`src/hdl/cu_bus_pkg.sv`:
```
`default_nettype none

package cu_bus_pkg;

	////////////////////////////////////////
	// Field widths
	////////////////////////////////////////

	// Unit id leads every command and response
	localparam int CU_ID_BITS = 4;

	localparam int CMD_BITS        = 40;
	localparam int RESP_BITS       = 16;
	localparam int DONE_COUNT_BITS = 32;

	////////////////////////////////////////
	// Bus formats
	////////////////////////////////////////

	// Read command
	// [39:36] issuing unit id, [35:0] address and tag
	typedef logic [CMD_BITS-1:0] command_t;

	// Memory response
	// [15:12] unit id, [11:0] tag and status
	typedef logic [RESP_BITS-1:0] response_t;

	// Processed vertex count, sums wrap modulo 2^32
	typedef logic [DONE_COUNT_BITS-1:0] done_count_t;

	// Unit index
	typedef logic [CU_ID_BITS-1:0] cu_id_t;

endpackage

`default_nettype wire
```
`src/hdl/command_rr_arbiter.sv`:
```
`timescale 1ns/100ps
`default_nettype none

module command_rr_arbiter #(
	parameter int NUM_CU = 1
) (
	input  wire logic                              clock,
	input  wire logic                              rstn,
	input  wire logic                              enabled,
	input  wire logic                 [NUM_CU-1:0] cmd_valid_q,
	input  wire cu_bus_pkg::command_t [NUM_CU-1:0] cmd_q,
	input  wire logic                              fifo_alfull,
	output logic                      [NUM_CU-1:0] cmd_grant,
	output logic                                   push,
	output cu_bus_pkg::command_t                   push_cmd
);

	import cu_bus_pkg::*;

	cu_id_t            last_winner;
	cu_id_t            winner;
	logic              found;
	logic              can_grant;
	logic [NUM_CU-1:0] requests;
	logic [NUM_CU-1:0] grant_onehot;

	// Mask the last winner whose captured valid is one cycle stale
	assign requests = cmd_valid_q & ~cmd_grant;

	////////////////////////////////////////
	// Round-robin search
	////////////////////////////////////////

	// First requester after the last winner with wrap-around
	always_comb begin
		int idx;
		found        = 1'b0;
		winner       = last_winner;
		grant_onehot = '0;
		for (int off = 1; off <= NUM_CU; off++) begin
			idx = (int'(last_winner) + off) % NUM_CU;
			if (!found && requests[idx]) begin
				found             = 1'b1;
				winner            = cu_id_t'(idx);
				grant_onehot[idx] = 1'b1;
			end
		end
	end

	assign can_grant = enabled && !fifo_alfull && found;

	////////////////////////////////////////
	// Grant, push and pointer
	////////////////////////////////////////

	always_ff @(posedge clock or negedge rstn) begin
		if (!rstn) begin
			cmd_grant   <= '0;
			push        <= 1'b0;
			// Unit 0 has first priority after reset
			last_winner <= cu_id_t'(NUM_CU - 1);
		end else begin
			cmd_grant <= can_grant ? grant_onehot : '0;
			push      <= can_grant;
			if (can_grant) begin
				last_winner <= winner;
			end
		end
	end

	always_ff @(posedge clock) begin
		if (can_grant) begin
			push_cmd <= cmd_q[winner];
		end
	end

	// At most one unit granted per cycle
	assert property (@(posedge clock) disable iff (!rstn) $onehot0(cmd_grant))
		else $error("more than one unit granted in the same cycle");

endmodule

`default_nettype wire

```
`config.mk`:
```
export PLATFORM = sky130hd
export DESIGN_NAME = command_rr_arbiter
export DESIGN_NICKNAME = d
export VERILOG_FILES = /design/src/hdl/cu_bus_pkg.sv /design/src/hdl/command_rr_arbiter.sv
export SDC_FILE = /design/constraint.sdc
export NUM_CORES = 1
export LEC_CHECK = 0
export ABC_CLOCK_PERIOD_IN_PS = 3900
export BUFFER_PORTS_ARGS = -buffer_cell sky130_fd_sc_hd__buf_4
export CAP_MARGIN = 20
export CORE_MARGIN = 5
export CORE_UTILIZATION = 42
export DETAILED_ROUTE_END_ITERATION = 7
export PLACE_DENSITY_LB_ADDON = 0.08
export SYNTH_ARGS = -nofsm -noshare
export SYNTH_HDL_FRONTEND = slang
export SYNTH_SLANG_ARGS = --single-unit
export TNS_END_PERCENT = 100
```
`constraint.sdc`:
```
create_clock -name clock -period 3.9 [get_ports clock]
set_input_delay 0.39 -clock clock [delete_from_list [all_inputs] [get_ports clock]]
set_output_delay 0.39 -clock clock [all_outputs]
set_load 0.01 [all_outputs]
```
==> flow_summary.toml <==
[setup_path]
crit_path_max_fanout = 41
rrSetupSlack_ns = 2.13
worstSetupStartpointType = "register"
slowest_stage = "and4bb_2"
critPathKind = "reg -> reg"
path_cells = "and4bb_2"
crit_buf_inv = 0
slowest_delay_ns = 0.97
worstSetupEndpointType = "register"
path_delay_family = "simple AND/OR/NAND/NOR gates"
cp.arrival_ns = 1.73
worstPathRequired_ns = 3.86

[clocking]
cts_buffers = 5
cts_buffer_depth = 2
clockRootBuffer = "clkbuf_4"
clkTransAtPathRegs_ns = 0.11
cts_max_level = 2
insertion_delay_ns = 0.33
cts_tree = "done"
cts.sinks = 41

[die]
fp.dieW_um = 64.5
die_h_um = 64.5
rows = 19
start_util_pct = 44.4
dieArea_um2 = 4160
coreArea_um2 = 2810
ios = 87

[route]
wire_per_inst_um = 15.7
drc = 0
final_antenna_net_count = 0
vias = 754
wirelength_um = 2640
drtPass1Iterations = 4
first_iter_violations = 31
via_per_inst = 4.49

[power_and_ir_drop]
p_leak_nw = 0.832
vdd_drop_max_mv = 0.291
power.density_nw_per_um2 = 380

[final_layout]
finalInstanceArea_um2 = 1980
syn2layout_area_growth_pct = 59.1
regArea_um2 = 1230
multi_input_area_um2 = 12.5
nets = 181
layout-drive-gt1-share_pct = 67.9
fillCellCount = 189
finish.utilization_pct = 70.7
diodes = 0

[synthesis]
netlist_area_um2 = 1250
yosysWarningCount = 0
avgSynthCellArea_um2 = 29.0
synth_cell_types = 4
ys_ff_latch = 41
synth_seq_area_share_pct = 98.4
synth_cells = 43
synth_nets = 88

[sta]
rsz0062_at_grt = "no"
max_freq_ghz = 0.564
fin_crit_ns = 1.77
whs_ns = 0.227
worst_pin_slew_ns = 0.996
hold_viol = 0
fin_crit_sh_pct = 45.4
clock_skew_ns = 0.00435
finalMaxSlewViolations = 0
setup_viol = 0
finalSetupTns_ns = 0
slew_headroom_pct = 33.6

[global_routing]
grt.overflow.total = 0
grtUsageMet3_pct = 6.74
antenna_found_initial = 0
grt_util_met2_pct = 24.1
groute.usage.overall_pct = 13.5
busiest_layer = "met2"
grt_pass1_wl_um = 4100
grt_pass1_vias = 827
grt_max_degree = 42
met1_usage_pct = 14.3

[status]
outcome = "finished clean"

[job]
maxCapViolations = 0

[place]
place_area_um2 = 1920
place_congestion = 0.683
numPortBuffers = 86

[hold_path]
hp-class = "in -> reg"
power by group:
group | leakage (nW) | internal (mW) | switching, mW
clock | 0.0300 | 0.0653 | 0.124
combinational | 0.422 | 0.0418 | 0.0222
sequential | 0.380 | 0.498 | 0.00349
cell type report:
class | instances | area share, %
clock inverter | 3 | 0.631
timing repair buffer | 87 | 33.1
clock buffer | 5 | 1.89
tap | 31 | 1.96
multi-input combinational | 1 | 0.631
sequential | 41 | 61.8
metal layers:
layer  up-vias  share of wire (%)
met5         -                  0
met2        45                 56
met4         0                  0
met1       353                 34
li1        356                  -
met3         0                 10
synth_stat cells (all sizes together):
cell type  number  area (µm²)
dfrtp           1        25.0
edfxtp         40        1200
buf             1        7.51
and4bb          1        12.5
through the flow:
| step | std cells | power [mW] | setup WS, ns |
|---|---|---|---|
| 2_1_floorplan | 43 | 0.523 | 2.29 |
| 3_3_place_gp | 159 | 0.574 | 2.06 |
| 3_5_place_dp | 159 | 0.576 | 2.02 |
| 4_1_cts | 168 | 0.764 | 2.11 |
| 5_1_grt | 168 | 0.792 | 2.02 |
| 6_report | 168 | 0.754 | 2.13 |
kinds of logic (layout without fill, tap and decap cells):
kind of cell | Yosys count | after routing | share of synthesized area (%)
flip-flops | 41 | 41 | 98.4
AND/OR/NAND/NOR | 1 | 1 | 1.00
buffers and inverters | 1 | 95 | 0.603
flip-flops by register name (all words and copies together) (netlist names):
register	flops
cmd_grant	1
push_cmd	40
cell usage in the layout, fill, tap and decap left out:
cell            n
edfxtp_1       40
clkinv_2        1
dfrtp_1         1
and4bb_2        1
dlygate4sd3_1   1
clkinv_1        2
buf_4          86
clkbuf_4        5
path summary, 6_finish.rpt:
| check | start | end | depth (start not counted) |
|---|---|---|---|
| max | cmd_grant | push_cmd[17] | 1 |
| min | cmd_q[8] | push_cmd[8] | 1 |
| max reg2reg | cmd_grant | push_cmd[17] | 1 |
| min reg2reg | cmd_grant | cmd_grant | 1 |
| max in group asynchronous | rstn | cmd_grant | 2 |
| min in group asynchronous | rstn | cmd_grant | 2 |
timing repair:
| action | 4_1_cts | 5_1_grt |
|---|---|---|
| resized for setup | 0 | 0 |
| setup buffers | 0 | 0 |
| hold buffers | 1 | 0 |
| hold endpoints to repair | 1 | 0 |
Note: power is estimated with default switching activity, not from simulation.
