--- src/hdl/cu_bus_pkg.sv ---
`default_nettype none

package cu_bus_pkg;

	////////////////////////////////////////
	// Field widths
	////////////////////////////////////////

	// Unit id leads every command and response
	localparam int CU_ID_BITS = 4;

	localparam int CMD_BITS        = 40;
	localparam int RESP_BITS       = 16;
	localparam int DONE_COUNT_BITS = 32;

	////////////////////////////////////////
	// Bus formats
	////////////////////////////////////////

	// Read command
	// [39:36] issuing unit id, [35:0] address and tag
	typedef logic [CMD_BITS-1:0] command_t;

	// Memory response
	// [15:12] unit id, [11:0] tag and status
	typedef logic [RESP_BITS-1:0] response_t;

	// Processed vertex count, sums wrap modulo 2^32
	typedef logic [DONE_COUNT_BITS-1:0] done_count_t;

	// Unit index
	typedef logic [CU_ID_BITS-1:0] cu_id_t;

endpackage

`default_nettype wire
--- src/hdl/response_router.sv ---
`timescale 1ns/100ps
`default_nettype none

module response_router #(
	parameter int NUM_CU = 1
) (
	input  wire logic                  clock,
	input  wire logic                  rstn,
	input  wire logic                  resp_valid,
	input  wire cu_bus_pkg::response_t resp,
	output logic          [NUM_CU-1:0] resp_cu_valid,
	output cu_bus_pkg::response_t      resp_cu
);

	import cu_bus_pkg::*;

	logic      resp_valid_q;
	response_t resp_q;
	cu_id_t    resp_id;

	// Unit id sits in the top bits of the response
	assign resp_id = resp_q[$bits(response_t)-1 -: CU_ID_BITS];

	////////////////////////////////////////
	// Input stage
	////////////////////////////////////////

	always_ff @(posedge clock or negedge rstn) begin
		if (!rstn) begin
			resp_valid_q <= 1'b0;
		end else begin
			resp_valid_q <= resp_valid;
		end
	end

	always_ff @(posedge clock) begin
		resp_q <= resp;
	end

	////////////////////////////////////////
	// Decode and output stage
	////////////////////////////////////////

	always_ff @(posedge clock or negedge rstn) begin
		if (!rstn) begin
			resp_cu_valid <= '0;
		end else begin
			for (int k = 0; k < NUM_CU; k++) begin
				resp_cu_valid[k] <= resp_valid_q && (resp_id == cu_id_t'(k));
			end
		end
	end

	// Shared payload to all units
	always_ff @(posedge clock) begin
		resp_cu <= resp_q;
	end

	// Memory side must only answer units that exist
	assert property (@(posedge clock) disable iff (!rstn) resp_valid_q |-> int'(resp_id) < NUM_CU)
		else $error("response addressed to a unit id outside the configured range");

endmodule

`default_nettype wire

--- config.mk ---
export PLATFORM = sky130hd
export DESIGN_NAME = response_router
export DESIGN_NICKNAME = d
export VERILOG_FILES = /design/src/hdl/cu_bus_pkg.sv /design/src/hdl/response_router.sv
export SDC_FILE = /design/constraint.sdc
export NUM_CORES = 1
export LEC_CHECK = 0
export ABC_CLOCK_PERIOD_IN_PS = 1000
export BUFFER_PORTS_ARGS = -buffer_cell sky130_fd_sc_hd__buf_2
export CAP_MARGIN = 20
export CORE_MARGIN = 5
export CORE_UTILIZATION = 40
export DETAILED_ROUTE_END_ITERATION = 8
export PLACE_DENSITY_LB_ADDON = 0.12
export SETUP_SLACK_MARGIN = 0.1
export SLEW_MARGIN = 20
export SYNTH_ARGS = -nofsm -noshare
export SYNTH_HDL_FRONTEND = slang
export SYNTH_SLANG_ARGS = --single-unit
--- constraint.sdc ---
create_clock -name clock -period 1 [get_ports clock]
set_clock_uncertainty 0.2 [all_clocks]
set_input_delay 0.2 -clock clock [delete_from_list [all_inputs] [get_ports clock]]
set_output_delay 0.2 -clock clock [all_outputs]
set_load 0.05 [all_outputs]
==> results summary <==
The flow ran to the end, but the final reports show violations. The final reports fail on negative hold slack, negative setup slack. The number of inserted filler cells in the final layout is around 110.

The worst stage delay on the critical path came out at around 400 ps. Multiplexer cells account for 0% of the synthesized area. The area fraction in compound gates after synthesis came out at 0%. Entering global routing, the biggest net connects 11 pins. The mean number of vias per cell is roughly 3.8. The worst endpoint required time is 600 ps. The clock insertion delay at the later pin of the skew report is between 300 and 400 ps. The most used flip-flop cell after synthesis is dfxtp_1.

The via count of the first global-routing pass came to 466. The synthesized-area fraction occupied by and/or/nand/nor cells came out at about 1.8%. The number of endpoints failing setup at the final stage is 17.

The slack of the critical path is -271 ps. The number of optimization iterations in the first detailed-route pass came out at 2. The diode insertion count for antenna repair came out at 0. The number of DRC violations after detailed-routing iteration 0 is 2. The arrival time reported for the critical path endpoint came out at slightly below 900 ps. In the final layout, the multi-input gates occupy between 15 and 20 sq um. Cells with a size suffix above 1 make up 62.5% of the layout. The area growth from synthesis to layout is 89.5%. During synthesis, Yosys emitted a total of 0 warnings. Timing analysis after detailed placement gives a worst setup slack of between 20 and 30 ps. The measured slew at the worst slew-check pin is 182 ps. Counting instances in the post-synthesis netlist gives the leading cell types as dfxtp_1, dfrtp_1, and2_1, nor4_1. The most common cell in the netlist is dfxtp_1. Counting tap cells, the placed design contains a total of 96 instances. The hold buffer count at CTS came out at 18. Among all stages on the critical path, the largest delay is contributed by dfrtp_2. The placer congestion estimate came out at 0.635.

The tightest hold path in the finished design has a slack of -12.0 ps. The die outline height came out at roughly 52 um. The number of vias in the routed layout is between 400 and 500. The number of setup buffers added after CTS came out at 0.

Across all register-to-register paths, the minimum setup slack is about 30 ps. The cell area after technology mapping is 703 sq um. The number of ports placed on the die boundary came out at 36. By area, the combinational part of the netlist is dominated by simple AND/OR/NAND/NOR gates. Yosys mapped a number of flops with a built-in enable equal to 0. The gate family responsible for the most delay along the worst path is flip-flops. The areal power density over the cells came out at 1870 nW/um^2. The root buffer cell chosen for the clock tree is clkbuf_4. The final worst-path cycle share is 127%. The first global-routing pass estimated ~2100 um of wire. The worst setup path is of the reg -> out kind. The remaining global-route overflow is 0.

Based on the critical path, the design can be clocked at up to slightly below 0.8 GHz. In this run the mean area of a mapped cell was between 15 and 20 sq um. The fraction of the mapped netlist area in adder cells is 0%. The routed wire length came out at between 1000 and 1500 um. The number of instances in the synthesized netlist is 36. Once layout is complete, the cells apart from fillers number roughly 120. The share of async-settable or async-resettable flops after synthesis is roughly 5.9%.

The maximum root-to-sink buffer count is 2. The flip-flop and latch count after synthesis came out at 34. The sequential standard cell area came out at between 700 and 800 sq um. The worst setup path is captured at a primary output. The initial antenna violation count is 0. The number of nets in the final layout is approximately 120. The CTS buffer count came out at 5. The number of buffers and inverters on the critical path is 1. The headroom to the max-slew limit came out at around 88%. TritonCTS built the clock tree. The share of the synthesized area in the top cell type is roughly nine tenths. Max-cap violations in this run came to 0.

The final critical path time including I/O delays and setup came out at ~1300 ps. The number of nets handed over by synthesis was 55. The worst hold path belongs to the class in -> async. The post-synthesis xor/xnor area fraction came out at 0%.

The endpoint of the worst-slack reg-to-reg timing path is resp_cu_valid$_DFF_PN0_. The sequential area share after synthesis is 98.2%. Of all cell types, the one taking the most synthesized area is dfxtp_1. By area the synthesized netlist is led by dfxtp_1, dfrtp_1, and2_1.

The category of the worst setup path launch point is a flip-flop. The area of the die came out at 2700 sq um. During placement, the flow inserted port buffers numbering 35.

The clock transition at the registers of the reported paths came out at 90 ps. Traced cell by cell, the critical path runs through buf_6. The remaining number of nets flagged by the antenna check after routing is 0.

The logic depth of the worst register-to-register path is 2. Setup repair after global routing could not meet its margin everywhere. The static leakage is approximately 0.6 nW.

In this run the core area contains 15 standard-cell rows. The core area is 1710 sq um. The post-synthesis cell type count is 4.

The starting density of the core came out at 41.2%. Total power for the finished layout comes to approximately 2.5 mW. The horizontal die dimension is between 50 and 60 um.

For this run, design rule violations remaining after detail routing come to 0. The average wire length per cell after detail routing is between 10 and 15 um. The number of pins exceeding their max-slew limit in the final report is 0. The largest fanout of any net on the critical path is 1.

For this design, the sink count on the clock tree is 34. The final count of hold timing violations came out at 2. Across every metal layer, demand over resource in global routing totals approximately 12%.

The level count of the clock H-tree came out at 2. The startpoint identified for the worst register-to-register timing path is resp_q[14]$_DFF_P_. VDD sags by at most roughly 1600 uV.
==> worst max path at each step <==
stage / startpoint / end / slack, ps / depth (start not counted)
2_1_floorplan: resp_q[13]$_DFF_P_ / resp_cu_valid$_DFF_PN0_ / 90 / 2
3_3_place_gp: resp_cu_valid$_DFF_PN0_ / resp_cu_valid / 40 / 1
3_5_place_dp: resp_q[13]$_DFF_P_ / resp_cu_valid$_DFF_PN0_ / 30 / 2
4_1_cts: resp_cu_valid$_DFF_PN0_ / resp_cu_valid / -290 / 1
5_1_grt: resp_cu_valid$_DFF_PN0_ / resp_cu_valid / -340 / 1
6_report: resp_cu_valid$_DFF_PN0_ / resp_cu_valid / -270 / 1
==> through the flow <==
step	utilization, %	cell area, sq um	setup TNS (ps)	hold slack [ps]
6_report	78.0	1330	-3370	-12.0
5_1_grt	78.0	1330	-4380	-44.9
4_1_cts	76.3	1300	-3580	-21.4
3_5_place_dp	54.5	931	0	-207
3_3_place_gp	54.5	931	0	-212
2_1_floorplan	-	724	0	-296
==> registers in the layout (all words and copies together), names as in the netlist <==
name,cells
resp_valid_q,1
resp_cu,16
resp_q,16
resp_cu_valid,1
==> worst register-to-register path: stages (launching register included) <==
cell	delay, ps
dfxtp_2	330
nor4_2	240
and2_1	140
==> placed cells by master (no fill, tap or decap) <==
cell / n
clkbuf_1: 1
dfxtp_1: 15
buf_2: 18
buf_8: 14
dfrtp_2: 1
clkbuf_8: 1
and2_1: 1
clkbuf_4: 5
dlygate4sd3_1: 18
buf_6: 3
dfrtp_1: 1
nor4_2: 1
dfxtp_2: 17
==> per-layer routing <==
metal	vias to the layer above	track usage, %	wire length [um]
met3	2	10.9	145
met1	200	8.71	382
met2	25	22.0	833
met5	-	0	0
met4	0	6.55	8
li1	232	-	-
==> logic make-up after synthesis <==
group,count (synthesis)
flip-flops,34
AND/OR/NAND/NOR,2
==> area by class of cell <==
type	count	share of cell area, %
Clock buffer	7	4.13
Multi-Input combinational cell	2	1.41
Tap cell	25	2.35
Timing Repair Buffer	53	38.6
Sequential cell	34	53.5
==> where the power goes <==
part | internal, mW | leakage [nW] | switching (mW)
Clock | 0.331 | 0.0314 | 0.380
Sequential | 1.43 | 0.294 | 0.0311
Combinational | 0.159 | 0.272 | 0.157
==> repair_timing <==
item	in CTS	in global routing
resized for setup	43	7
setup endpoints to repair	18	18
endpoints found under the hold margin	19	2
pin swaps	2	0
(Power assumes the default switching activity.)
