<file path="config.mk">
export PLATFORM = sky130hd
export DESIGN_NAME = done_count_reduce
export DESIGN_NICKNAME = d
export VERILOG_FILES = /design/src/hdl/cu_bus_pkg.sv /design/src/hdl/done_count_reduce.sv
export SDC_FILE = /design/constraint.sdc
export NUM_CORES = 1
export LEC_CHECK = 0
export ABC_AREA = 1
export BUFFER_PORTS_ARGS = -buffer_cell sky130_fd_sc_hd__buf_2
export CELL_PAD_IN_SITES_DETAIL_PLACEMENT = 0
export CELL_PAD_IN_SITES_GLOBAL_PLACEMENT = 2
export CORE_ASPECT_RATIO = 2
export CORE_MARGIN = 5
export CORE_UTILIZATION = 26
export DETAILED_ROUTE_END_ITERATION = 12
export GPL_TIMING_DRIVEN = 0
export PLACE_DENSITY = 0.81
export SLEW_MARGIN = 25
export SYNTH_ARGS = -nofsm -noshare
export SYNTH_HDL_FRONTEND = slang
export SYNTH_SLANG_ARGS = --single-unit
</file>
<file path="constraint.sdc">
create_clock -name clock -period 0.83 [get_ports clock]
set_input_delay 0.2075 -clock clock [delete_from_list [all_inputs] [get_ports clock]]
set_output_delay 0.2075 -clock clock [all_outputs]
set_load 0.01 [all_outputs]
</file>
<file path="src/hdl/cu_bus_pkg.sv">
`default_nettype none

package cu_bus_pkg;

	////////////////////////////////////////
	// Field widths
	////////////////////////////////////////

	// Unit id leads every command and response
	localparam int CU_ID_BITS = 4;

	localparam int CMD_BITS        = 40;
	localparam int RESP_BITS       = 16;
	localparam int DONE_COUNT_BITS = 32;

	////////////////////////////////////////
	// Bus formats
	////////////////////////////////////////

	// Read command
	// [39:36] issuing unit id, [35:0] address and tag
	typedef logic [CMD_BITS-1:0] command_t;

	// Memory response
	// [15:12] unit id, [11:0] tag and status
	typedef logic [RESP_BITS-1:0] response_t;

	// Processed vertex count, sums wrap modulo 2^32
	typedef logic [DONE_COUNT_BITS-1:0] done_count_t;

	// Unit index
	typedef logic [CU_ID_BITS-1:0] cu_id_t;

endpackage

`default_nettype wire
</file>
<file path="src/hdl/done_count_reduce.sv">
`timescale 1ns/100ps
`default_nettype none

module done_count_reduce #(
	parameter int NUM_CU = 1
) (
	input  wire logic                                 clock,
	input  wire logic                                 rstn,
	input  wire logic                                 enabled,
	input  wire cu_bus_pkg::done_count_t [NUM_CU-1:0] done_count_q,
	output cu_bus_pkg::done_count_t                   done_total
);

	import cu_bus_pkg::*;

	done_count_t sum;

	////////////////////////////////////////
	// Adder tree
	////////////////////////////////////////

	// Plain 32-bit adds, overflow wraps
	always_comb begin
		sum = '0;
		for (int k = 0; k < NUM_CU; k++) begin
			sum = sum + done_count_q[k];
		end
	end

	////////////////////////////////////////
	// Total register
	////////////////////////////////////////

	// Frozen while the block is disabled
	always_ff @(posedge clock or negedge rstn) begin
		if (!rstn) begin
			done_total <= '0;
		end else if (enabled) begin
			done_total <= sum;
		end
	end

endmodule

`default_nettype wire

</file>
==> results.yml, run 1 <==
finish:
  top_register: "done_total"
  fin_util_pct: 41.7
  final_common_cell: "nand2_1"
  top_regs: "done_total x32"
  fill_cells: 524
  instances_no_fill: 289
  multi_input_area_um2: 393
  drive_above_1_share_pct: 50.4
  stdcell_area_mm2: 0.00203
  antennaDiodeCount: 0
  largest_register_ffs: 32
  area_growth_pct: 56.8
  mostFrequentLayoutCells: "nand2_1, buf_2, dfrtp_1"
  seq_area_um2: 801
  final_nets: 266
synth:
  ys_seq_elements: 32
  ys_types: 7
  yosysWarnings: 0
  syn_area_mm2: 0.00129
  avgSynthCellArea_um2: 9.50
  postSynthCellCount: 136
  syn_nets: 171
  yosysSeqAreaShare_pct: 62.0
power_and_ir_drop:
  power_density_mw_per_mm2: 1860
  vdd_drop_max_mv: 0.916
  power.total_mw: 3.76
  power_leakage_nw: 1.18
placement:
  dp_hpwl_um: 2520
  numPortBuffers: 65
  place_ws_ps: 0.704
  placed_cells: 258
  post_dp_cell_area_mm2: 0.00169
  gp_congestion: 0.673
global_routing:
  gr-usage-met2_pct: 20.7
  grt_pass1_wl_um: 5580
  grt_overflow: 0
  top_usage_layer: "met2"
  antenna_found_initial: 0
  grt_usage_pct: 11.4
  globalRouteMet1Util_pct: 11.2
  grt_max_degree: 33
  grt.met3_usage_pct: 3.06
  first_global_vias: 1230
sta:
  slew_viol_final: 0
  worst_pin_slew_ps: 730
  fin_skew_ps: 0
  final.min_clock_period_ps: 1020
  fmax_mhz: 978
  setup_viol: 32
  worst_slack_ps: -193
  finalHoldViolCount: 32
  hold-worst-slack_ps: -11.9
  slew_headroom_pct: 51.3
  fin_crit_sh_pct: 123
  fin_tns_setup_ps: -5460
  rsz0062_at_grt: "yes"
drt:
  vias: 1169
  via_per_inst: 4.04
  drt_iter0_drc: 31
  drt-total-wl_um: 3520
  wl_per_cell_um: 12.2
  post-route-drc-count: 0
  ant_nets: 0
  drt_pass1_iterations: 4
setup_path:
  cp_top_family: "flip-flops"
  cp-start-kind: "flop"
  r2r_end: "done_total[4]"
  reg2reg_depth: 4
  worstPathCellList: "buf_2"
  cpMaxStageDelayCell: "dfrtp_1"
  cp.buffers_inverters: 1
  path_depth: 1
  slowest_delay_ps: 390
  r2r-start: "done_total[4]"
  path_class: "reg -> out"
  cp.arrival_ps: 820
  rrSetupSlack_ps: 0
  crit_fanout: 2
  required_ps: 620
  cp-end-kind: "primary output"
floorplanning:
  dieArea_mm2: 0.00657
  start_util_pct: 26.6
  die_w_um: 59.9
  num_io_pins: 67
  fp.dieH_um: 110
  core.rowCount: 36
  fp.coreArea_mm2: 0.00486
hold_path:
  min_path_type: "in -> async"
cts:
  postCtsHoldBufs: 0
  cts_tree: "done"
  cts-root-buf: "clkbuf_8"
  clkTransAtPathRegs_ps: 70
  clk_path_buf_depth: 2
  cts_max_level: 2
  clk-insertion-delay-late_ps: 270
  cts_sinks: 32
  cts_buffers: 5
status:
  violations: "negative hold slack, negative setup slack"
  status: "finished with violations"
job:
  cap_violations: 0
## layer usage
layer  vias to the layer above  routed length, um
met4                         0                 80
li1                        592                  -
met1                       525               1230
met2                        46               1900
met3                         6                305
met5                         -                  0
## where the power goes
part,internal (mW),total [mW],switching (mW),leakage (nW)
registers,1.70,1.77,0.0750,0.390
logic,0.424,0.777,0.353,0.737
clock network,0.661,1.21,0.551,0.0510
## worst max-delay path by stage
stage | from | endpoint | slack [ps]
after floorplan | enabled | done_total[0] | 140
after global placement | rstn | done_total[18] | -8
after detailed placement | rstn | done_total[18] | 0.7
after CTS | done_total[27] | done_total[27] | -210
after global routing | done_total[17] | done_total[17] | -230
final | done_total[27] | done_total[27] | -190
## logic make-up after synthesis
family	count (synthesis)	share of synthesized area [%]
simple gates	96	29.8
flops	32	62.0
buf+inv	8	8.23
## cell usage after synthesis
| master | instances | area [um^2] |
|---|---|---|
| buf_12 | 1 | 20.0 |
| buf_6 | 3 | 33.8 |
| nand2_2 | 10 | 62.6 |
| nand2_1 | 86 | 323 |
| clkbuf_8 | 3 | 41.3 |
| inv_8 | 1 | 11.3 |
| dfrtp_1 | 32 | 801 |
## layout make-up
type | count | share of cell area (%)
inverters | 1 | 0.556
flip-flops and latches | 32 | 39.5
well taps | 57 | 3.52
multi-input cells | 96 | 19.4
repair buffers | 88 | 27.8
clock buffers | 6 | 4.07
plain buffers | 7 | 4.69
clock inverters | 2 | 0.494
## what timing repair did
action,in CTS,in global routing
pin swaps,0,3
buffers inserted,13,10
setup endpoints to repair,32,32
gates resized for setup,3,12
(Power assumes the default switching activity.)
==> run 2, diff against run 1 <==
REMOVE_ABC_BUFFERS = 1   (was unset)
==> results.yml, run 2 (same netlist as run 1, synthesis figures left out) <==
cts:
  clk-insertion-delay-late_ps: 280
  cts-root-buf: "clkbuf_8"
  cts_tree: "done"
  clkTransAtPathRegs_ps: 70
  cts_sinks: 32
  cts_max_level: 2
  cts_buffers: 5
  clk_path_buf_depth: 2
setup_path:
  rrSetupSlack_ps: -10
  cp-start-kind: "flop"
  required_ps: 620
  slowest_delay_ps: 390
  r2r_end: "done_total[5]"
  cp.buffers_inverters: 1
  worstPathCellList: "buf_2"
  cp-end-kind: "primary output"
  reg2reg_depth: 4
  path_class: "reg -> out"
  endpoint: "done_total[8]"
  cp_top_family: "flip-flops"
  cp.arrival_ps: 810
  r2r-start: "done_total[5]"
  cpMaxStageDelayCell: "dfrtp_1"
  path_depth: 1
  crit_start: "done_total[8]"
  crit_fanout: 2
sta:
  fin_skew_ps: 0
  fin_tns_setup_ps: -5490
  fin_crit_sh_pct: 122
  final.min_clock_period_ps: 1020
  worst_pin_slew_ps: 731
  slew_headroom_pct: 51.3
  fmax_mhz: 984
  finalHoldViolCount: 32
  setup_viol: 34
  slew_viol_final: 0
  worst_slack_ps: -186
  hold-worst-slack_ps: -10.7
  rsz0062_at_grt: "yes"
power_and_ir_drop:
  comb_power_share_pct: 19.7
  vdd_drop_max_mv: 1.05
  p_int_mw: 2.74
  swShare_pct: 26.1
  power_leakage_nw: 1.14
  power.total_mw: 3.71
  switching_power_uw: 967
  clkPwrFrac_pct: 32.5
  power_density_mw_per_mm2: 1920
  p_seq_share_pct: 47.8
floorplanning:
  die_w_um: 59.9
  fp.dieH_um: 110
  dieArea_mm2: 0.00657
  fp.coreArea_mm2: 0.00486
  num_io_pins: 67
  start_util_pct: 26.6
  core.rowCount: 36
finish:
  mostFrequentLayoutCells: "nand2_1, buf_2, dfrtp_1"
  antennaDiodeCount: 0
  largest_register_ffs: 32
  fin_util_pct: 39.6
  top_register: "done_total"
  final_nets: 262
  drive_above_1_share_pct: 48.7
  stdcell_area_mm2: 0.00193
  top_regs: "done_total x32"
  final_common_cell: "nand2_1"
  instances_no_fill: 285
  area_growth_pct: 49.2
status:
  violations: "negative hold slack, negative setup slack"
  status: "finished with violations"
drt:
  vias: 1160
  drt-total-wl_um: 3560
  ant_nets: 0
  post-route-drc-count: 0
  drt_iter0_drc: 56
  drt_pass1_iterations: 4
  wl_per_cell_um: 12.5
  via_per_inst: 4.07
global_routing:
  grt_usage_pct: 11.6
  antenna_found_initial: 0
  grt_pass1_wl_um: 5530
  grt_overflow: 0
  grt_max_degree: 34
  first_global_vias: 1127
placement:
  gp_congestion: 0.694
  placed_cells: 252
  place_ws_ps: -462
  post_dp_cell_area_mm2: 0.00160
  dp_hpwl_um: 2340
  numPortBuffers: 66
hold_path:
  min_path_type: "in -> async"
job:
  cap_violations: 0
## run 2: changes by cell type in the layout (fill, tap and decap cells not counted)
cell	change
buf_6	-8
nand2_1	+2
buf_4	+7
nand2_2	-2
clkbuf_8	-3
buf_2	+1
buf_12	-1
## run 2: per-layer routing
metal  track usage, %  routed length, um  vias up
li1                 -                  -      588
met4             6.81                101        0
met3             3.17                243        8
met1             12.8               1290      522
met5                0                  0        -
met2             19.3               1920       42
## run 2: how the worst min path moves through the flow
| stage | startpoint | to | slack [ps] | cells after the start |
|---|---|---|---|---|
| floorplan | rstn | done_total[0] | -90 | 0 |
| global placement | rstn | done_total[9] | 310 | 1 |
| detailed placement | rstn | done_total[9] | 310 | 1 |
| CTS | rstn | done_total[6] | -1 | 1 |
| global route | rstn | done_total[12] | 40 | 1 |
| finish | rstn | done_total[6] | -10 | 1 |
## run 2: final cells by class
type	count	area, um^2
inverter	1	11.3
sequential	32	801
clock inverter	2	10.0
clock buffer	6	82.6
multi-input combinational	96	388
timing repair buffer	91	564
tap	57	71.3
fill	566	2940
## run 2: power by group through the flow
stage | registers (mW) | logic (mW) | clock network [mW]
floorplan | 1.87 | 0.148 | 0
global placement | 1.80 | 0.541 | 0
detailed placement | 1.80 | 0.546 | 0
CTS | 1.77 | 0.672 | 1.27
global route | 1.78 | 0.812 | 1.34
finish | 1.77 | 0.729 | 1.20
## run 2: repair_timing
item	CTS	global route
endpoints found under the setup margin	64	32
setup buffers	14	11
resized for setup	7	2
hold endpoints to repair	6	0
