**config.mk**
```make
export PLATFORM = sky130hd
export DESIGN_NAME = cu_command_capture
export DESIGN_NICKNAME = d
export VERILOG_FILES = /design/src/hdl/cu_bus_pkg.sv /design/src/hdl/cu_command_capture.sv
export SDC_FILE = /design/constraint.sdc
export NUM_CORES = 1
export LEC_CHECK = 0
export BUFFER_PORTS_ARGS = -buffer_cell sky130_fd_sc_hd__buf_4
export CAP_MARGIN = 40
export CORE_MARGIN = 10
export CORE_UTILIZATION = 37
export CTS_BUF_LIST = sky130_fd_sc_hd__clkbuf_4
export CTS_CLUSTER_DIAMETER = 40
export DETAILED_ROUTE_END_ITERATION = 8
export PLACE_DENSITY = 0.9
export SETUP_SLACK_MARGIN = 0.05
export SYNTH_ARGS = -nofsm -noshare
export SYNTH_HDL_FRONTEND = slang
export SYNTH_SLANG_ARGS = --single-unit
```
**constraint.sdc**
```tcl
create_clock -name clock -period 0.8 [get_ports clock]
set_input_delay 0.08 -clock clock [delete_from_list [all_inputs] [get_ports clock]]
set_output_delay 0.08 -clock clock [all_outputs]
set_load 0.01 [all_outputs]
```
**src/hdl/cu_bus_pkg.sv**
```systemverilog
`default_nettype none

package cu_bus_pkg;

	////////////////////////////////////////
	// Field widths
	////////////////////////////////////////

	// Unit id leads every command and response
	localparam int CU_ID_BITS = 4;

	localparam int CMD_BITS        = 40;
	localparam int RESP_BITS       = 16;
	localparam int DONE_COUNT_BITS = 32;

	////////////////////////////////////////
	// Bus formats
	////////////////////////////////////////

	// Read command
	// [39:36] issuing unit id, [35:0] address and tag
	typedef logic [CMD_BITS-1:0] command_t;

	// Memory response
	// [15:12] unit id, [11:0] tag and status
	typedef logic [RESP_BITS-1:0] response_t;

	// Processed vertex count, sums wrap modulo 2^32
	typedef logic [DONE_COUNT_BITS-1:0] done_count_t;

	// Unit index
	typedef logic [CU_ID_BITS-1:0] cu_id_t;

endpackage

`default_nettype wire
```
**src/hdl/cu_command_capture.sv**
```systemverilog
`timescale 1ns/100ps
`default_nettype none

module cu_command_capture #(
	parameter int NUM_CU = 1
) (
	input  wire logic                                   clock,
	input  wire logic                                   rstn,
	input  wire logic                                   enabled_in,
	input  wire logic                      [NUM_CU-1:0] cmd_valid,
	input  wire cu_bus_pkg::command_t      [NUM_CU-1:0] cmd,
	input  wire cu_bus_pkg::done_count_t   [NUM_CU-1:0] done_count,
	output logic                                        enabled,
	output logic                           [NUM_CU-1:0] cmd_valid_q,
	output cu_bus_pkg::command_t           [NUM_CU-1:0] cmd_q,
	output cu_bus_pkg::done_count_t        [NUM_CU-1:0] done_count_q
);

	import cu_bus_pkg::*;

	////////////////////////////////////////
	// Control and count registers
	////////////////////////////////////////

	// Enable level goes through one register only
	always_ff @(posedge clock or negedge rstn) begin
		if (!rstn) begin
			enabled <= 1'b0;
		end else begin
			enabled <= enabled_in;
		end
	end

	// Per-unit valids and done counts
	always_ff @(posedge clock or negedge rstn) begin
		if (!rstn) begin
			cmd_valid_q  <= '0;
			done_count_q <= '0;
		end else begin
			cmd_valid_q  <= cmd_valid;
			done_count_q <= done_count;
		end
	end

	////////////////////////////////////////
	// Command payloads
	////////////////////////////////////////

	// Copy of each unit command
	always_ff @(posedge clock) begin
		cmd_q <= cmd;
	end

endmodule

`default_nettype wire

```
==> impl_metrics.toml, run 1 <==
[final_layout]
nFillCells = 115
register_area_mm2 = 0.00170
utilization_pct = 93.6
multi_input_area_um2 = 0
area_growth_pct = 145
multi_input_gates = 0
nets = 385
layout-drive-gt1-share_pct = 64.3
stdcell_count = 367

[setup_path]
path_class = "register to output pin"
worstPathCellList = "buf_6"
crit_fanout = 1
startpoint_type = "register"
crit_slowest_cell = "dfrtp_1"
required_ps = 720
cp_top_family = "flip-flops"
cpPeakStageDelay_ps = 420
path_depth = 1
endpoint = "done_count_q[22]"
setup.worst_path.start = "done_count_q[22]$_DFF_PN0_"
endpoint_kind = "output pin"
critical_path.n_buffers_inverters = 1
arrival_ps = 970

[clock_network]
clk_pin_slew_ps = 150
htree_levels = 3
clk_path_buf_depth = 2
cts-root-buf = "clkbuf_4"
cts_tree = "built"
cts-buffers-inserted = 9
clock_sinks = 74
cts_setup_buffers = 0

[timing]
timing.hold.ws_ps = 163
fin_crit_sh_pct = 131
setup_violations = 74
hold_viol = 0
slew_viol_final = 0
worst_pin_slew_ps = 437
period_needed_ps = 1050
setup_slack_ps = -245
max_slew_margin_pct = 70.8
setup_tns_ps = -13350
max_freq_ghz = 0.956
grt_setup_unrepaired = "yes"

[global_routing]
first_global_vias = 2017
gr-usage-all-layers_pct = 24.1
grt_overflow = 0
antenna_found_initial = 1
grt_max_degree = 35
grt_pass1_wl_um = 13100

[placement]
dp.cells = 275
portBuffers = 149
gp_congestion = 0.714

[floorplan]
coreArea_mm2 = 0.00432
die_area_mm2 = 0.00754
initial_core_util_pct = 38.2
pin_count = 150
die_x_um = 86.8
num_rows = 24
die_y_um = 86.8

[power]
vdd_drop_max_v = 0.00150
p_leak_uw = 0.00193
power.density_mw_per_mm2 = 1910

[flow_run]
maxCapViolCount = 0

[run_status]
outcome = "finished with violations"
violations = "negative setup slack"

[logic_synthesis]
yosysTopAreaCellShare_pct = 51.5
yosys-top-cells-count = "dfxtp_1, dfrtp_1"
synth_nets = 150
async_reset_ff_share_pct = 45.9
synth_edf_count = 0
synth-seq-cells = 74
syn_area_per_cell_um2 = 22.3
synth_area_leaders = "dfrtp_1, dfxtp_1"
yosysUniqueCellTypes = 2
yosys_warnings = 0
netlist_area_mm2 = 0.00165
synth_area_leader_cell = "dfrtp_1"
synth_most_common_cell = "dfxtp_1"
synth_flop_cell = "dfxtp_1"
syn_inst = 74
seq_area_frac_synth_pct = 100

[drt]
drt_pass1_iterations = 5
drtIter0Drc = 98
drc = 0
ant_nets = 0
num_vias = 1648
via_per_inst = 4.49
wirelength_um = 10100
wl_per_cell_um = 27.5

[hold_path]
worstHoldPathType = "input port to asynchronous set/reset pin"
[timing repair]
item | CTS | global route
setup endpoints to repair | 74 | 74
resized for setup | 102 | 12
hold buffers | 75 | 0
hold endpoints to repair | 108 | 0
pin swaps | 0 | 0
[cell type report]
| type | count | area share [%] |
|---|---|---|
| flip-flops and latches | 74 | 42.0 |
| well taps | 52 | 1.61 |
| diodes | 1 | 0.0618 |
| clock buffers | 10 | 1.85 |
| clock inverters | 6 | 1.39 |
| repair buffers | 224 | 53.0 |
[how the worst min path moves through the flow]
| stage | slack [ps] | cells after the start | start | endpoint |
|---|---|---|---|---|
| 6_report | 160 | 2 | rstn | done_count_q[22]$_DFF_PN0_ |
| 4_1_cts | 140 | 2 | rstn | done_count_q[0]$_DFF_PN0_ |
| 2_1_floorplan | -220 | 0 | rstn | cmd_valid_q$_DFF_PN0_ |
| 3_3_place_gp | 40 | 1 | rstn | enabled$_DFF_PN0_ |
| 3_5_place_dp | 40 | 1 | rstn | done_count_q[7]$_DFF_PN0_ |
| 5_1_grt | 170 | 2 | rstn | done_count_q[22]$_DFF_PN0_ |
[sequential cells by signal (all words and copies together), names as in the netlist]
name and cells:
done_count_q 32, cmd_q 40, enabled 1, cmd_valid_q 1
[layout by cell type, fill, tap and decap left out, drive strengths merged]
cell type | Yosys | routed
clkinv | 0 | 4
clkbuf | 0 | 10
diode | 0 | 1
inv | 0 | 1
buf | 0 | 149
bufinv | 0 | 1
dfrtp | 34 | 34
dfxtp | 40 | 40
dlygate4sd3 | 0 | 75
[metrics by stage]
| stage | instance area, µm² | power [µW] | worst slack [ps] |
|---|---|---|---|
| after floorplan | 1650 | 4140 | 344 |
| after global placement | 2840 | 4760 | 220 |
| after detailed placement | 2840 | 4780 | 213 |
| after CTS | 4030 | 7390 | -236 |
| after global routing | 4050 | 7950 | -276 |
| final | 4050 | 7740 | -245 |
[layer usage]
| layer | vias to the layer above | track usage (%) | part of all wire [%] |
|---|---|---|---|
| met3 | 10 | 11.1 | 9.5 |
| met4 | 0 | 10.2 | 1.7 |
| met2 | 120 | 42.6 | 55 |
| li1 | 700 | - | - |
| met5 | - | 0 | 0 |
| met1 | 818 | 23.5 | 34 |
[kinds of logic (layout without fill, tap and decap cells)]
| kind of cell | count (synthesis) | after routing | share of synthesized area [%] |
|---|---|---|---|
| buf+inv | 0 | 240 | 0 |
| flops | 74 | 74 | 100 |
| other cells | 0 | 1 | 0 |
[power by group]
group | switching [µW] | internal (µW)
clock network | 1470 | 971
registers | 125 | 3930
logic | 429 | 816
(Power assumes the default switching activity.)
==> run 2: changes to the inputs <==
==> constraint.sdc (replaced) <==
create_clock -name clock -period 0.8 [get_ports clock]
set_input_delay 0.08 -clock clock [delete_from_list [all_inputs] [get_ports clock]]
set_output_delay 0.08 -clock clock [all_outputs]
set_load 0.1 [all_outputs]
==> impl_metrics.toml, run 2 <==
[clock_network]
clock_sinks = 74
cts_setup_buffers = 0
clk_path_buf_depth = 2
cts-root-buf = "clkbuf_4"
cts_resized = 172
htree_levels = 3
cts_hold_buf = 75
cts-buffers-inserted = 9

[logic_synthesis]
syn_inst = 74
synth_flop_cell = "dfxtp_1"
synth_most_common_cell = "dfxtp_1"
synth-seq-cells = 74
seq_area_frac_synth_pct = 100
yosys-top-cells-count = "dfxtp_1, dfrtp_1"
synth_nets = 150
yosysTopAreaCellShare_pct = 51.5
synth_area_leader_cell = "dfrtp_1"
netlist_area_mm2 = 0.00165
yosysUniqueCellTypes = 2
syn_area_per_cell_um2 = 22.3
synth_edf_count = 0
synth_area_leaders = "dfrtp_1, dfxtp_1"
async_reset_ff_share_pct = 45.9
yosys_warnings = 0

[run_status]
lastStage = "clock tree synthesis"
outcome = "did not finish"
error = "[ERROR DPL-0038] Utilization greater than 100%, impossible to legalize"

[floorplan]
die_x_um = 86.8
num_rows = 24
die_y_um = 86.8
initial_core_util_pct = 38.2
pin_count = 150

[placement]
gp_congestion = 0.735
portBuffers = 149
-- run 2: cell counts after synthesis --
No cell type changed its count.
-- run 2: kinds of logic after synthesis --
kind of cell / after synthesis / share of synthesized area, %
DFF: 74 / 100
-- run 2: stage by stage --
stage / hold slack (ps) / util [%] / worst slack (ps) / std cells / instance area [µm²]
after floorplan: -216 / - / 74.3 / 74 / 1740
after detailed placement: 42.6 / 67.7 / 90.7 / 275 / 2930
after global placement: 34.0 / 67.7 / 110 / 275 / 2930
==> run 3: changes to the inputs <==
CORE_UTILIZATION = 25   (was 37)
CTS_BUF_LIST = unset   (was sky130_fd_sc_hd__clkbuf_4)
CTS_CLUSTER_DIAMETER = unset   (was 40)
PLACE_DENSITY = unset   (was 0.9)
PLACE_DENSITY_LB_ADDON = 0.15   (was unset)
SETUP_SLACK_MARGIN = unset   (was 0.05)
==> impl_metrics.toml, run 3 (synthesis gave the netlist of run 1 again) <==
[run_status]
outcome = "finished with violations"
violations = "negative setup slack"

[global_routing]
first_global_vias = 1942
gr-usage-all-layers_pct = 13.5
grt_max_degree = 35
grt_pass1_wl_um = 10600
antenna_found_initial = 1
grt_overflow = 0

[drt]
wl_per_cell_um = 17.3
wirelength_um = 6770
drtIter0Drc = 7
drt_pass1_iterations = 2
drc = 0
via_per_inst = 3.90
ant_nets = 0
num_vias = 1526

[power]
p_leak_uw = 0.00211
total_power_uw = 9920
vdd_drop_max_v = 0.00138
power.density_mw_per_mm2 = 2120

[clock_network]
cts_tree = "built"
cts-root-buf = "clkbuf_8"
htree_levels = 3
clk_path_buf_depth = 2
clk_pin_slew_ps = 80
clock_sinks = 74
cts-buffers-inserted = 9

[timing]
max_freq_ghz = 0.985
setup_slack_ps = -215
grt_setup_unrepaired = "yes"
fin_crit_sh_pct = 127
worst_pin_slew_ps = 420
period_needed_ps = 1020
slew_viol_final = 0
setup_violations = 74
hold_viol = 0
max_slew_margin_pct = 72.0
timing.hold.ws_ps = 226

[final_layout]
most-common-layout-cells = "dlygate4sd3_1, buf_4, buf_12, dfxtp_2, dfrtp_2"
layout-drive-gt1-share_pct = 75.7
register_area_mm2 = 0.00174
multi_input_gates = 0
multi_input_area_um2 = 0
top_regs = "cmd_q (40), done_count_q (32)"
area_growth_pct = 183
nets = 385
top_register = "cmd_q"
design_area_mm2 = 0.00467
utilization_pct = 73.1
largest_reg_flops = 40
nFillCells = 369

[placement]
place_area_mm2 = 0.00296
portBuffers = 149
gp_congestion = 0.649

[setup_path]
path_class = "register to output pin"
critical_path.n_buffers_inverters = 1
cp_top_family = "flip-flops"
cpPeakStageDelay_ps = 430
startpoint_type = "register"
required_ps = 720
setup.worst_path.start = "done_count_q[23]$_DFF_PN0_"
endpoint_kind = "output pin"
crit_fanout = 1
arrival_ps = 940
worstPathCellList = "buf_12"
crit_slowest_cell = "dfrtp_2"

[floorplan]
coreArea_mm2 = 0.00639
die_area_mm2 = 0.0103
die_x_um = 101
num_rows = 29
pin_count = 150
die_y_um = 101
initial_core_util_pct = 25.9

[flow_run]
maxCapViolCount = 0

[hold_path]
worstHoldPathType = "input port to asynchronous set/reset pin"
-- run 3: cell type report --
type,count,share of cell area (%)
antenna,1,0.0536
clock inverter,5,1.71
timing repair buffer,224,56.1
sequential,74,37.3
clock buffer,10,2.73
tap,77,2.06
-- run 3: routing by layer --
layer	up-vias	GRT usage (%)	part of all wire, %
li1	695	-	-
met1	706	13.0	33
met2	114	20.5	47
met3	11	10.9	18
met4	0	6.86	2.0
met5	-	0	0
-- run 3: repair_timing --
item | 4_1_cts | 5_1_grt
resized for setup | 174 | 12
pin swaps | 0 | 0
endpoints found under the setup margin | 74 | 74
endpoints found under the hold margin | 108 | 0
hold buffers | 75 | 0
buffers inserted | 0 | 0
-- run 3: power breakdown --
group	switching [µW]	internal [µW]
Combinational	1700	1100
Sequential	147	3940
Clock	1290	1740
-- run 3: per-stage QoR --
step                      worst slack [ps]  instances  TNS [ps]
after CTS                             -232        390    -13640
after floorplan                       74.3         74         0
final                                 -215        391    -11590
after detailed placement               105        300         0
after global routing                  -255        391    -14540
after global placement                92.9        300         0
-- run 3: final timing paths --
check	slack (ps)	cells past startpoint	end
max in group asynchronous	230	2	done_count_q[1]$_DFF_PN0_
setup / recovery	-220	1	done_count_q[23]
min in group clock	380	2	cmd_q[38]$_DFF_P_
hold / removal	230	2	done_count_q[6]$_DFF_PN0_
